**src/source/koa_defs.svh**
```systemverilog
// Karatsuba multiplier widths
`ifndef KOA_DEFS_SVH
`define KOA_DEFS_SVH

// ======================================================================
// Significand and product sizes
// ======================================================================

// Unsigned significand width of one operand
// Single precision with the hidden bit
`define KOA_SW 24

// Full product width, no rounding or truncation
`define KOA_PW (2 * `KOA_SW)

`endif

```
**src/source/koa_pkg.sv**
```systemverilog
// Multiplier shared types
`default_nettype none

`include "koa_defs.svh"

package koa_pkg;

    // Command opcodes
    typedef enum logic {
        OP_MUL = 1'b0,  // a times b
        OP_SQR = 1'b1   // a times a, b unused
    } mul_op_t;

    // Owner of the result now held in the multiplier
    typedef enum logic [1:0] {
        OWN_NONE = 2'd0,
        OWN_P0   = 2'd1,
        OWN_P1   = 2'd2
    } owner_t;

    // One requester command, 49 bits
    typedef struct packed {
        mul_op_t            op;
        logic [`KOA_SW-1:0] a;
        logic [`KOA_SW-1:0] b;
    } mul_cmd_t;

    // Operand word on the shared multiplier bus
    typedef struct packed {
        logic [`KOA_SW-1:0] a;
        logic [`KOA_SW-1:0] b;
    } operand_pair_t;

    typedef logic [`KOA_PW-1:0] product_t;

endpackage

`default_nettype wire

```
**src/source/koa_arbiter.sv**
```systemverilog
// Round-robin multiplier arbiter
`timescale 1ns/100ps
`default_nettype none

module koa_arbiter (
    input  wire                         clk,
    input  wire                         rst_n_i,
    input  wire [1:0]                   pend_i,
    input  wire koa_pkg::operand_pair_t opnd0_i,
    input  wire koa_pkg::operand_pair_t opnd1_i,
    output logic [1:0]                  grant_o,
    output logic                        load_o,
    output koa_pkg::operand_pair_t      opnd_o,
    input  wire koa_pkg::product_t      product_i,
    output logic [1:0]                  rsp_valid_o,
    output koa_pkg::product_t           rsp_product_o
);
    import koa_pkg::*;

    // Last winner, high means port 1
    logic   last_q;

    logic   pick0_w;
    logic   pick1_w;

    // Owner of the product the multiplier shows next cycle
    owner_t owner_d;
    owner_t owner_q;

    // ======================================================================
    // Winner selection
    // ======================================================================

    // Port 0 wins alone, or on a tie when port 1 had the last grant
    assign pick0_w = pend_i[0] && (!pend_i[1] || last_q);
    assign pick1_w = pend_i[1] && !pick0_w;

    // Grant and load in the same cycle as pend
    assign grant_o = {pick1_w, pick0_w};
    assign load_o  = pick0_w || pick1_w;

    // Winner's operands onto the shared bus
    assign opnd_o  = pick1_w ? opnd1_i : opnd0_i;

    always_comb begin
        if (pick0_w) begin
            owner_d = OWN_P0;
        end else if (pick1_w) begin
            owner_d = OWN_P1;
        end else begin
            owner_d = OWN_NONE;
        end
    end

    // ======================================================================
    // Grant history and result steering
    // ======================================================================
    always_ff @(posedge clk or negedge rst_n_i) begin
        if (!rst_n_i) begin
            // Port 0 preferred first
            last_q  <= 1'b1;
            owner_q <= OWN_NONE;
        end else begin
            owner_q <= owner_d;
            if (load_o) begin
                last_q <= pick1_w;
            end
        end
    end

    // Response one cycle after load, only to the recorded owner
    assign rsp_valid_o[0] = (owner_q == OWN_P0);
    assign rsp_valid_o[1] = (owner_q == OWN_P1);

    // Product shared, qualified by rsp_valid_o
    assign rsp_product_o  = product_i;

endmodule

`default_nettype wire

```
**config.mk**
```make
export PLATFORM = sky130hd
export DESIGN_NAME = koa_arbiter
export DESIGN_NICKNAME = d
export VERILOG_FILES = /design/src/source/koa_pkg.sv /design/src/source/koa_arbiter.sv
export VERILOG_INCLUDE_DIRS = /design/src /design/src/source
export SDC_FILE = /design/constraint.sdc
export NUM_CORES = 1
export LEC_CHECK = 0
export ABC_AREA = 1
export BUFFER_PORTS_ARGS = -buffer_cell sky130_fd_sc_hd__buf_2
export CAP_MARGIN = 0
export CORE_AREA = 2 2 97 99
export CTS_BUF_LIST = sky130_fd_sc_hd__clkbuf_4 sky130_fd_sc_hd__clkbuf_8 sky130_fd_sc_hd__clkbuf_16
export CTS_CLUSTER_DIAMETER = 50
export DETAILED_ROUTE_END_ITERATION = 8
export DIE_AREA = 0 0 99 101
export GPL_ROUTABILITY_DRIVEN = 0
export HOLD_SLACK_MARGIN = 0.15
export PLACE_DENSITY_LB_ADDON = 0.08
export REMOVE_ABC_BUFFERS = 1
export SETUP_SLACK_MARGIN = 0.02
export SLEW_MARGIN = 30
export SYNTH_ARGS = -nofsm -noshare
export SYNTH_HDL_FRONTEND = slang
export SYNTH_SLANG_ARGS = --single-unit
```
**constraint.sdc**
```tcl
create_clock -name clk -period 1.8 [get_ports clk]
set_input_delay 0.36 -clock clk [delete_from_list [all_inputs] [get_ports clk]]
set_output_delay 0.36 -clock clk [all_outputs]
set_load 0.1 [all_outputs]
```
==> impl_metrics.env <==
export IMPL_status="complete, but fails checks"
export IMPL_violations="setup timing"
export IMPL_ys_flop_type="dfrtp_1"
export IMPL_required_ps=1440
export IMPL_cts_buffers=3
export IMPL_rsz0062_at_grt="true"
export IMPL_track_usage_pct=15.23
export IMPL_place_ws_ps=55.50
export IMPL_routed_wl_um=8839
export IMPL_cap_violations=0
export IMPL_dr_first_iter_drc_count=16
export IMPL_peakVddDrop_mv=0.2223
export IMPL_fin_ws_ps=-75.46
export IMPL_worstMarginPinSlew_ps=494.2
export IMPL_critPathMaxFanout=6
export IMPL_cts_num_sinks=3
export IMPL_hp_class="input pin to flop"
export IMPL_clk_latency_ps=220
export IMPL_min_period_over_period_pct=104.2
export IMPL_ys_top_cells_by_area="nand2_1 49%, buf_4 35%, dfrtp_1 4.4%"
export IMPL_wl_met3_um=2238
export IMPL_synth_area_leader_cell="nand2_1"
export IMPL_synth_top_area_share_pct=49.05
export IMPL_cts_root_buf="clkbuf_8"
export IMPL_io_buffer_count=152
export IMPL_viasPerCell=3.941
export IMPL_leakage_nw=1.604
export IMPL_grt_max_degree=29
export IMPL_startpoint_type="flop"
export IMPL_fmax_mhz=533.2
export IMPL_ctsHtreeMaxLevel=1
export IMPL_yosysWarnings=0
export IMPL_drive_gt1_share_pct=75.98
export IMPL_ys_types=11
export IMPL_slew_viol_final=0
export IMPL_antenna_found_initial=0
export IMPL_die_w_um=99
export IMPL_die_h_um=101
export IMPL_syn_inst=220
export IMPL_cts_tree="built"
export IMPL_ys_async_sr_fraction_pct=100.0
export IMPL_nets=482
export IMPL_grt_pass1_wl_um=10900
export IMPL_power_per_cell_area_mw_per_mm2=777.4
export IMPL_finalSetupViolCount=46
export IMPL_wl_met1_um=2574
export IMPL_critical_path_arrival_ps=1520
export IMPL_wl_met2_um=3956
export IMPL_dr_pass1_iters=4
export IMPL_yosysMostFrequentCell="nand2_1"
export IMPL_top_layer="met5"
export IMPL_finalCriticalPeriod_ps=1875
export IMPL_ios=249
export IMPL_grt_overflow_total=0
export IMPL_ys_seq_elements=3
export IMPL_route_antenna_remaining_nets=0
export IMPL_nFillCells=961
export IMPL_antenna_cells=0
export IMPL_num_vias=1750
export IMPL_grt_pass1_vias=1629
export IMPL_fin_hold_ws_ps=398.3
export IMPL_worstSetupPathType="flop to primary output"
export IMPL_drc=0
export IMPL_post_dp_hpwl_um=6994
export IMPL_synth_edf_count=0
export IMPL_rows=35
export IMPL_start_util_pct=12.53
export IMPL_hold_viol_final=0
export IMPL_end_kind="primary output"
export IMPL_seq_area_frac_synth_pct=6.785
export IMPL_routedWlPerCell_um=19.91
export IMPL_clockBufferDepth=2
export IMPL_fin_worst_skew_ps=2.776
export IMPL_relSlewSlack_pct=67.28
export IMPL_core_area_sq_mm=0.008977
export IMPL_area_growth_pct=165.0
export IMPL_syn_area_per_cell_sq_um=5.113
export IMPL_yosys_top_cells_count="147 x nand2_1, 52 x buf_4, 5 x buf_2, 5 x inv_1, 3 x buf_6"
export IMPL_clkSlewWorstSetupHoldPaths_ps=30
export IMPL_die_area_sq_mm=0.009999
export IMPL_syn_cell_area_sq_mm=0.001125
-- registers in the layout, summed over array words and instances, names as in the netlist --
| signal | flops |
|---|---|
| last_q | 1 |
| owner_q | 2 |
-- where the power goes --
part           internal, mW  switching [mW]  total [mW]  leakage (nW)
Clock                 0.166          0.0445       0.211        0.0262
Combinational         0.740            1.28        2.02          1.54
Sequential           0.0777         0.00474      0.0825        0.0351
-- placed cells by master (no fill, tap or decap), drive strengths merged --
master,n
clkbuf,8
nand2,147
dlygate4sd3,1
nor2,2
inv,5
dfstp,1
buf,164
a21oi,1
a21o,1
dfrtp,2
o21ai,1
-- cell families after synthesis --
logic type	after synthesis	synth area share, %
AOI/OAI and AO/OA	3	1.891
buffers and inverters	65	41.60
DFF	3	6.786
and+or+nand+nor	149	49.72
-- final cells by class --
class	count	area (sq um)	area share, %
inverter	5	18.77	0.6297
timing repair buffer	169	1862	62.47
sequential	3	76.32	2.561
multi-input combinational	152	835.8	28.04
clock buffer	4	48.80	1.637
tap	111	138.9	4.660
-- worst paths after layout --
| kind | from | endpoint | slack (ps) | cells after the start |
|---|---|---|---|---|
| hold reg to reg | last_q$_DFFE_PN1P_ | last_q$_DFFE_PN1P_ | 610 | 3 |
| min in group asynchronous | rst_n_i | owner_q[1]$_DFF_PN0_ | 490 | 2 |
| setup / recovery | last_q$_DFFE_PN1P_ | opnd_o[2] | -80 | 7 |
| hold / removal | pend_i[0] | last_q$_DFFE_PN1P_ | 400 | 2 |
| setup reg to reg | last_q$_DFFE_PN1P_ | owner_q[1]$_DFF_PN0_ | 590 | 5 |
| max in group asynchronous | rst_n_i | last_q$_DFFE_PN1P_ | 1120 | 2 |
-- timing repair --
| action | 4_1_cts | 5_1_grt |
|---|---|---|
| pin swaps | 1 | 1 |
| hold endpoints to repair | 3 | 0 |
| hold buffers | 1 | 0 |
| endpoints found under the setup margin | 48 | 48 |
| gates resized for setup | 52 | 40 |
| setup buffers | 3 | 2 |
| cloned | 2 | 5 |
-- worst max-delay path: stages (launching register included) --
cell       delay [ps]
dfstp_2           530
buf_6             100
a21oi_4            60
buf_12            140
clkbuf_16         150
nand2_1            70
nand2_2            70
buf_12            160
-- per-stage QoR --
stage	instance area (sq um)	setup TNS (ps)	utilization (%)	cells	power, mW
3_3_place_gp	2429	0	27.05	427	1.906
3_5_place_dp	2429	0	27.05	427	1.905
6_report	2980	-1955	33.20	444	2.317
2_1_floorplan	675.6	-79400	-	160	1.155
4_1_cts	2718	-1533	30.27	437	2.231
5_1_grt	2980	-4337	33.20	444	2.398
-- routing by layer --
layer | vias to the layer above | global-route usage [%]
li1 | 831 | -
met1 | 765 | 13.03
met2 | 150 | 23.23
met3 | 2 | 19.00
met4 | 2 | 0.9484
met5 | - | 5.128
Note: power is estimated with default switching activity, not from simulation.
