**src/source/koa_defs.svh**
```systemverilog
// Karatsuba multiplier widths
`ifndef KOA_DEFS_SVH
`define KOA_DEFS_SVH

// ======================================================================
// Significand and product sizes
// ======================================================================

// Unsigned significand width of one operand
// Single precision with the hidden bit
`define KOA_SW 24

// Full product width, no rounding or truncation
`define KOA_PW (2 * `KOA_SW)

`endif

```
**src/source/koa_pkg.sv**
```systemverilog
// Multiplier shared types
`default_nettype none

`include "koa_defs.svh"

package koa_pkg;

    // Command opcodes
    typedef enum logic {
        OP_MUL = 1'b0,  // a times b
        OP_SQR = 1'b1   // a times a, b unused
    } mul_op_t;

    // Owner of the result now held in the multiplier
    typedef enum logic [1:0] {
        OWN_NONE = 2'd0,
        OWN_P0   = 2'd1,
        OWN_P1   = 2'd2
    } owner_t;

    // One requester command, 49 bits
    typedef struct packed {
        mul_op_t            op;
        logic [`KOA_SW-1:0] a;
        logic [`KOA_SW-1:0] b;
    } mul_cmd_t;

    // Operand word on the shared multiplier bus
    typedef struct packed {
        logic [`KOA_SW-1:0] a;
        logic [`KOA_SW-1:0] b;
    } operand_pair_t;

    typedef logic [`KOA_PW-1:0] product_t;

endpackage

`default_nettype wire

```
**src/source/koa_port.sv**
```systemverilog
// Multiplier requester port
`timescale 1ns/100ps
`default_nettype none

module koa_port (
    input  wire                         clk,
    input  wire                         rst_n_i,
    input  wire                         start_i,
    input  wire koa_pkg::mul_cmd_t      cmd_i,
    output logic                        busy_o,
    output logic                        done_o,
    output koa_pkg::product_t           product_o,
    output logic                        pend_o,
    output koa_pkg::operand_pair_t      opnd_o,
    input  wire                         grant_i,
    input  wire                         rsp_valid_i,
    input  wire koa_pkg::product_t      rsp_product_i
);
    import koa_pkg::*;

    // Request FSM
    typedef enum logic [1:0] {
        ST_IDLE = 2'd0,  // free for a new command
        ST_PEND = 2'd1,  // waiting for grant
        ST_WAIT = 2'd2   // in the multiplier, waiting for response
    } port_state_t;

    port_state_t   state_q;
    logic          done_q;
    logic          accept_w;
    logic          finish_w;
    operand_pair_t opnd_q;
    product_t      product_q;

    // Start only counts when idle
    assign accept_w = (state_q == ST_IDLE) && start_i;
    assign finish_w = (state_q == ST_WAIT) && rsp_valid_i;

    // ======================================================================
    // Control
    // ======================================================================
    always_ff @(posedge clk or negedge rst_n_i) begin
        if (!rst_n_i) begin
            state_q <= ST_IDLE;
            done_q  <= 1'b0;
        end else begin
            done_q <= finish_w;
            case (state_q)
                ST_IDLE: if (accept_w) state_q <= ST_PEND;
                ST_PEND: if (grant_i) state_q <= ST_WAIT;
                ST_WAIT: if (finish_w) state_q <= ST_IDLE;
                default: state_q <= ST_IDLE;
            endcase
        end
    end

    // Command and result payload
    always_ff @(posedge clk) begin
        if (accept_w) begin
            opnd_q.a <= cmd_i.a;
            // Square resolved here, multiplier sees no opcode
            opnd_q.b <= (cmd_i.op == OP_SQR) ? cmd_i.a : cmd_i.b;
        end
        if (finish_w) begin
            product_q <= rsp_product_i;
        end
    end

    assign busy_o    = (state_q != ST_IDLE);
    assign pend_o    = (state_q == ST_PEND);
    assign done_o    = done_q;
    assign product_o = product_q;
    assign opnd_o    = opnd_q;

endmodule

`default_nettype wire

```
**config.mk**
```make
export PLATFORM = sky130hd
export DESIGN_NAME = koa_port
export DESIGN_NICKNAME = d
export VERILOG_FILES = /design/src/source/koa_pkg.sv /design/src/source/koa_port.sv
export VERILOG_INCLUDE_DIRS = /design/src /design/src/source
export SDC_FILE = /design/constraint.sdc
export NUM_CORES = 1
export LEC_CHECK = 0
export CAP_MARGIN = 5
export CORE_ASPECT_RATIO = 1.2
export CORE_MARGIN = 4
export CORE_UTILIZATION = 66
export CTS_CLUSTER_SIZE = 16
export DETAILED_ROUTE_END_ITERATION = 10
export DONT_BUFFER_PORTS = 1
export GPL_ROUTABILITY_DRIVEN = 0
export PLACE_DENSITY = 0.92
export RECOVER_POWER = 50
export SLEW_MARGIN = 5
export SYNTH_ARGS = -nofsm -noshare
export SYNTH_HDL_FRONTEND = slang
export SYNTH_SLANG_ARGS = --single-unit
export TNS_END_PERCENT = 50
```
**constraint.sdc**
```tcl
create_clock -name clk -period 9.7 [get_ports clk]
set_input_delay 0.97 -clock clk [delete_from_list [all_inputs] [get_ports clk]]
set_output_delay 0.97 -clock clk [all_outputs]
set_load 0.02 [all_outputs]
```
==> summary.md, run 1 <==
| Metric | Value |
|---|---|
| Status | `finished, final reports clean` |
| Final antenna-violating net count | `0` |
| Number of port buffers | `0` |
| CP required | `approximately 9.7 ns` |
| Final Util | `0.720` |
| PwrDens | `278 nW/um^2` |
| RSZ-0062 raised after global routing | `no` |
| CTS max path bufs | `2` |
| WL/cell | `around 33 um` |
| Syn Inst Count | `roughly 140` |
| Most frequent cell after synthesis | `edfxtp_1` |
| Clk Latency, worst-skew pair | `around 0.34 ns` |
| Placed inst area | `approximately 3400 sq um` |
| Tot Pwr | `994 uW` |
| # IOs | `~200` |
| Clock-pin slew on the worst setup and hold paths | `about 0.090 ns` |
| Worst Tran Pin Value | `between 1 and 1.5 ns` |
| First-pass GRT wire length | `roughly 9400 um` |
| Setup TNS | `0 ns` |
| Final min period | `between 2 and 2.5 ns` |
| HPWL after DPL | `5340 um` |
| Nature of the critical path startpoint | `flip-flop` |
| Most used DFF post-synth | `edfxtp_1` |
| Cell Chain, Critical Path | `or2_0, nor2_1, buf_12` |
| Post-CTS Setup Repair Bufs | `0` |
| Clock Skews | `just under 0.006 ns` |
| Detailed Route WL | `between 6000 and 7000 um` |
| Initial antenna violation count | `5` |
| Max-slew violations | `0` |
| Worst Path Max Fanout | `38` |
| Post-cts resize count | `0` |
| Max_slew headroom | `0.184` |
| Die span in x | `73.6 um` |
| Via density | `6.42` |
| Synth warnings | `0` |
| H-Tree Depth | `3` |
| Slowest stage delay, CP | `roughly 0.8 ns` |
| Crit-path leading delay family | `simple AND/OR/NAND/NOR gates` |
| Async S/R FF share, synth | `0.0303` |
| CTS tree | `yes` |
| VDD IR max | `0.152 mV` |
| Gr usage total | `0.216` |
| F_max | `around 430 MHz` |
| Synth top area cells | `edfxtp_1 (85%), mux2_4 (8.8%), dfrtp_1 (2.2%), mux2_2 (1.3%), buf_12 (1.2%)` |
| Crit Path Class | `reg2reg` |
| Slowest cell on the critical path | `nor2_1` |
| Pre-Repair DR Iteration Count | `4` |
| Layout cells sized above 1 | `0.140` |
| Cell taking the most area after synthesis | `edfxtp_1` |
| Nets | `around 250` |
| Final hold vios | `0` |
| DIE AREA | `approximately 6400 sq um` |
| Fin area | `around 3600 sq um` |
| Area Overhead vs Synth | `5.07%` |
| Synth top cells by count | `edfxtp_1 (96), mux2_4 (20), mux2_2 (4), dfrtp_1 (3), nor2_1 (3)` |
| Clock tree sinks | `roughly 100` |
| Vias | `1361` |
| Synthesized area | `~3400 sq um` |
| Number of max-cap violations | `0` |
| Critical path arrival | `2.35 ns` |
| Starting Density | `0.685` |
| Core area | `4970 sq um` |
| Critical path buffer and inverter count | `1` |
| Site Rows | `28` |
| Die height | `slightly below 90 um` |
| Worst min-delay path class | `in2async` |
| Residual DRC | `0` |
| Hold buffers post-CTS | `0` |
| Inserted Clock Buffers | `9` |
| EDFF count, synth | `96` |
| Clock root buffer | `clkbuf_8` |
| Setup-failing EPs final | `0` |
| Tcrit/Tclk final | `0.239` |
| Critical Path End Type | `flip-flop` |
| FF+latch count, synth | `about 100` |
| DRT iter0 DRCs | `106` |
| Register area share after synthesis | `0.868` |
| Unique masters post-synth | `14` |
| Grt ovf | `0` |
| Synth Area per Inst | `between 20 and 30 sq um` |
| P_leak | `0.00115 uW` |
| Syn_nets | `between 200 and 250` |
| Largest net degree at the start of global routing | `50` |
| Vias in the first global route | `around 1400` |
| Synth top area share | `0.846` |
[kinds of logic (layout without fill, tap and decap cells)]
kind of cell | after synthesis | after routing | synth area share
AND/OR/NAND/NOR | 7 | 7 | 0.0103
buffers and inverters | 4 | 18 | 0.0162
flip-flops | 99 | 99 | 0.868
other | 0 | 2 | 0
AO/OA/AOI/OAI | 2 | 2 | 0.00441
multiplexers | 24 | 24 | 0.101
[stage by stage]
| step | worst slack [ns] | hold WS, ns | instances |
|---|---|---|---|
| after floorplan | 6.18 | 0.452 | 136 |
| after global placement | 7.40 | 0.462 | 193 |
| after detailed placement | 7.32 | 0.501 | 193 |
| after CTS | 7.43 | 0.295 | 209 |
| after global routing | 7.23 | 0.280 | 212 |
| final | 7.39 | 0.317 | 212 |
[report_power, final]
| group | internal, uW | switching [uW] |
|---|---|---|
| registers | 565 | 110 |
| logic | 17.3 | 54.5 |
| clock network | 118 | 129 |
[sequential cells by signal, indices dropped and copies added, names as in the netlist]
name and flops:
product_o 48, state_q 2, opnd_o 48, done_o 1
[final timing paths]
check | startpoint | to | slack [ns] | cells past startpoint
min reg2reg | state_q[1]$_DFFE_PN0P_ | state_q[0]$_DFFE_PN0P_ | 0.52 | 1
max in group asynchronous | rst_n_i | state_q[1]$_DFFE_PN0P_ | 9.31 | 0
min | rst_n_i | done_o$_DFF_PN0_ | 0.32 | 0
min in group clk | state_q[1]$_DFFE_PN0P_ | state_q[0]$_DFFE_PN0P_ | 0.52 | 1
max reg2reg | state_q[0]$_DFFE_PN0P_ | opnd_o[21]$_DFFE_PP_ | 7.39 | 3
max | state_q[0]$_DFFE_PN0P_ | opnd_o[21]$_DFFE_PP_ | 7.39 | 3
[worst reg2reg max path, delay by kind of cell, from the launching register on]
kind                   cells  cell delay (ns)
buffers and inverters      1             0.31
flip-flops                 1             0.46
AND/OR/NAND/NOR            2             1.22
[layer usage]
layer  GRT usage  vias up  wire [um]  part of all wire
met3       0.167       10       1310              0.19
met5           0        -         31            0.0045
met4       0.105        6         94             0.014
met1       0.214      652       2050              0.30
li1            -      557          -                 -
met2       0.326      136       3450              0.50
[cells in the final DEF (no fill, tap or decap)]
cell / Yosys / final
nor2_1: 3 / 2
inv_6: 0 / 1
mux2_1: 0 / 20
clkinv_1: 0 / 1
or2_0: 0 / 1
diode_2: 0 / 2
nor3b_1: 1 / 1
bufinv_16: 0 / 1
inv_1: 1 / 1
buf_12: 2 / 1
dfrtp_1: 3 / 3
a21o_1: 1 / 1
clkinv_2: 0 / 2
clkbuf_8: 0 / 9
clkinvlp_4: 0 / 2
nand2_1: 1 / 1
nor2_4: 0 / 1
mux2_2: 4 / 4
nor2b_1: 1 / 1
edfxtp_1: 96 / 96
a211oi_1: 1 / 1
[area by class of cell]
type	count	area [sq um]
Multi-Input combinational cell	33	328
Inverter	1	3.75
Sequential cell	99	2960
Tap cell	60	75.1
Clock buffer	9	124
Antenna cell	2	5.00
Fill cell	310	1390
Timing Repair Buffer	1	20.0
Clock inverter	7	67.6
No activity file was read; power rests on OpenSTA's default activity.
==> inputs of run 2 (changes only) <==
--- a/config.mk
+++ b/config.mk
@@ -9,12 +9,12 @@
 export CAP_MARGIN = 5
 export CORE_ASPECT_RATIO = 1.2
 export CORE_MARGIN = 4
-export CORE_UTILIZATION = 66
+export CORE_UTILIZATION = 61
 export CTS_CLUSTER_SIZE = 16
 export DETAILED_ROUTE_END_ITERATION = 10
 export DONT_BUFFER_PORTS = 1
 export GPL_ROUTABILITY_DRIVEN = 0
-export PLACE_DENSITY = 0.92
+export PLACE_DENSITY = 0.87
 export RECOVER_POWER = 50
 export SLEW_MARGIN = 5
 export SYNTH_ARGS = -nofsm -noshare
==> constraint.sdc (replaced) <==
create_clock -name clk -period 2.3 [get_ports clk]
set_input_delay 0.23 -clock clk [delete_from_list [all_inputs] [get_ports clk]]
set_output_delay 0.23 -clock clk [all_outputs]
set_load 0.02 [all_outputs]
==> run 2 against run 1 <==
  * Wire length is 14% higher
  * Worst hold slack worse by 0.24 ns
  * Die area is 7.4% higher
  * Total power grew to 4.6 times the previous value
  * Non-clock buffer count is 75 higher
  * Worst setup slack worse by 6.7 ns
  * Critical path type unchanged
==> summary.md, run 2 (synthesis results as in run 1) <==
| Metric | Value |
|---|---|
| Status | `finished, final reports clean` |
| Critical path arrival | `between 1.5 and 2 ns` |
| # IOs | `201` |
| Cell Chain, Critical Path | `or2_2, nor2_4, buf_12` |
| Critical path buffer and inverter count | `1` |
| Critical path depth in cells | `3` |
| CTS max path bufs | `2` |
| Vias in the first global route | `~1800` |
| Clock power share | `0.280` |
| Gr usage total | `0.229` |
| Fin area | `~4400 sq um` |
| Worst Path Max Fanout | `48` |
| # placed instances | `slightly below 200` |
| Setup TNS | `0 ns` |
| Final antenna-violating net count | `0` |
| F_max | `629 MHz` |
| Setup-failing EPs final | `0` |
| DRT iter0 DRCs | `between 60 and 70` |
| Worst slack, placed | `~0.73 ns` |
| Critical Path End Type | `flip-flop` |
| Combinational Power Share | `0.094` |
| Max_slew headroom | `0.627` |
| Layout cells sized above 1 | `0.107` |
| Sequential power share | `0.627` |
| Power Internal | `approximately 3300 uW` |
| Detailed Route WL | `7930 um` |
| Clock tree sinks | `a little under 100` |
| Number of max-cap violations | `0` |
| Vias | `1675` |
| PwrDens | `about 1000 nW/um^2` |
| Clock-pin slew on the worst setup and hold paths | `approximately 0.090 ns` |
| Nets | `about 320` |
| Die span in x | `~76 um` |
| Worst Tran Pin Value | `around 0.56 ns` |
| DIE AREA | `approximately 6900 sq um` |
| First-pass GRT wire length | `11300 um` |
| Sw frac | `0.282` |
| Grt ovf | `0` |
| WHS | `about 0.073 ns` |
| Slowest cell on the critical path | `dfrtp_1` |
| P_leak | `0.00149 uW` |
| Most frequent cells in the layout | `edfxtp_1 (96), dlygate4sd3_1 (74), mux2_1 (20)` |
| Clock Skews | `between 0.004 and 0.005 ns` |
| Area Overhead vs Synth | `28.5%` |
| Residual DRC | `0` |
| Placed inst area | `~3500 sq um` |
| Clk Latency, worst-skew pair | `0.34 ns` |
| Max-slew violations | `0` |
| Via density | `a little under 6` |
| Worst min-delay path class | `in2reg` |
| Site Rows | `29` |
| Sw power | `between 1000 and 1500 uW` |
| Core area | `~5400 sq um` |
| Initial antenna violation count | `0` |
| Most common cell after layout, fill and taps aside | `edfxtp_1` |
| Post-CTS Setup Repair Bufs | `0` |
| Worst reg-to-reg path cell count | `3` |
| CTS tree | `yes` |
| Clock root buffer | `clkbuf_8` |
| WL/cell | `27.7 um` |
| VDD IR max | `0.742 mV` |
| Tcrit/Tclk final | `0.691` |
| Hold path cells | `2` |
| Pre-Repair DR Iteration Count | `4` |
| Die height | `about 90 um` |
| H-Tree Depth | `3` |
| Fin cells | `between 200 and 300` |
| Largest net degree at the start of global routing | `50` |
| Final hold vios | `0` |
| Starting Density | `0.635` |
| RSZ-0062 raised after global routing | `no` |
| Crit Path Class | `reg2reg` |
| Final min period | `between 1.5 and 2 ns` |
| Nature of the critical path startpoint | `flip-flop` |
| HPWL after DPL | `5020 um` |
| Setup ws final | `between 0.7 and 0.8 ns` |
| Crit-path leading delay family | `simple AND/OR/NAND/NOR gates` |
| Inserted Clock Buffers | `9` |
| Slowest stage delay, CP | `~0.46 ns` |
| Number of port buffers | `0` |
| CP required | `2.33 ns` |
| Ant diodes | `0` |
[run 2: final timing paths]
| check | slack (ns) | startpoint | endpoint |
|---|---|---|---|
| max | 0.71 | state_q[0]$_DFFE_PN0P_ | opnd_o[26]$_DFFE_PP_ |
| min | 0.07 | start_i | state_q[0]$_DFFE_PN0P_ |
| max reg2reg | 0.71 | state_q[0]$_DFFE_PN0P_ | opnd_o[26]$_DFFE_PP_ |
| min reg2reg | 0.52 | state_q[1]$_DFFE_PN0P_ | state_q[0]$_DFFE_PN0P_ |
| max in group asynchronous | 2.00 | rst_n_i | done_o$_DFF_PN0_ |
| min in group asynchronous | 0.14 | rst_n_i | state_q[1]$_DFFE_PN0P_ |
[run 2: layout make-up]
type                    count  area (sq um)
flip-flops and latches     99          2960
fillers                   276           990
repair buffers             76           768
multi-input cells          33           335
clock buffers               9           124
clock inverters             6           114
well taps                  62          77.6
inverters                   1          3.75
[run 2: per-layer routing]
metal | global-route usage | up-vias | share of wire
met4 | 0.0891 | 0 | 0.020
met3 | 0.114 | 13 | 0.12
met5 | 0 | - | 0
met1 | 0.227 | 819 | 0.32
met2 | 0.405 | 141 | 0.54
li1 | - | 702 | -
[run 2: power by group through the flow]
stage | Sequential (uW) | Combinational (uW) | Clock (uW)
final | 2850 | 426 | 1270
after floorplan | 2820 | 270 | 0
after detailed placement | 2890 | 338 | 0
after global placement | 2880 | 321 | 0
after global routing | 2880 | 455 | 1370
after CTS | 2850 | 446 | 1280
[run 2: repair_timing]
| action | CTS | global route |
|---|---|---|
| setup endpoints to repair | 0 | 0 |
| endpoints found under the hold margin | 77 | 0 |
| hold buffers | 74 | 0 |
| gates resized for setup | 0 | 0 |
[run 2: through the flow]
stage | utilization | total power (uW)
floorplan | - | 3090
global placement | 0.647 | 3200
detailed placement | 0.647 | 3230
CTS | 0.830 | 4580
global route | 0.816 | 4710
finish | 0.816 | 4550
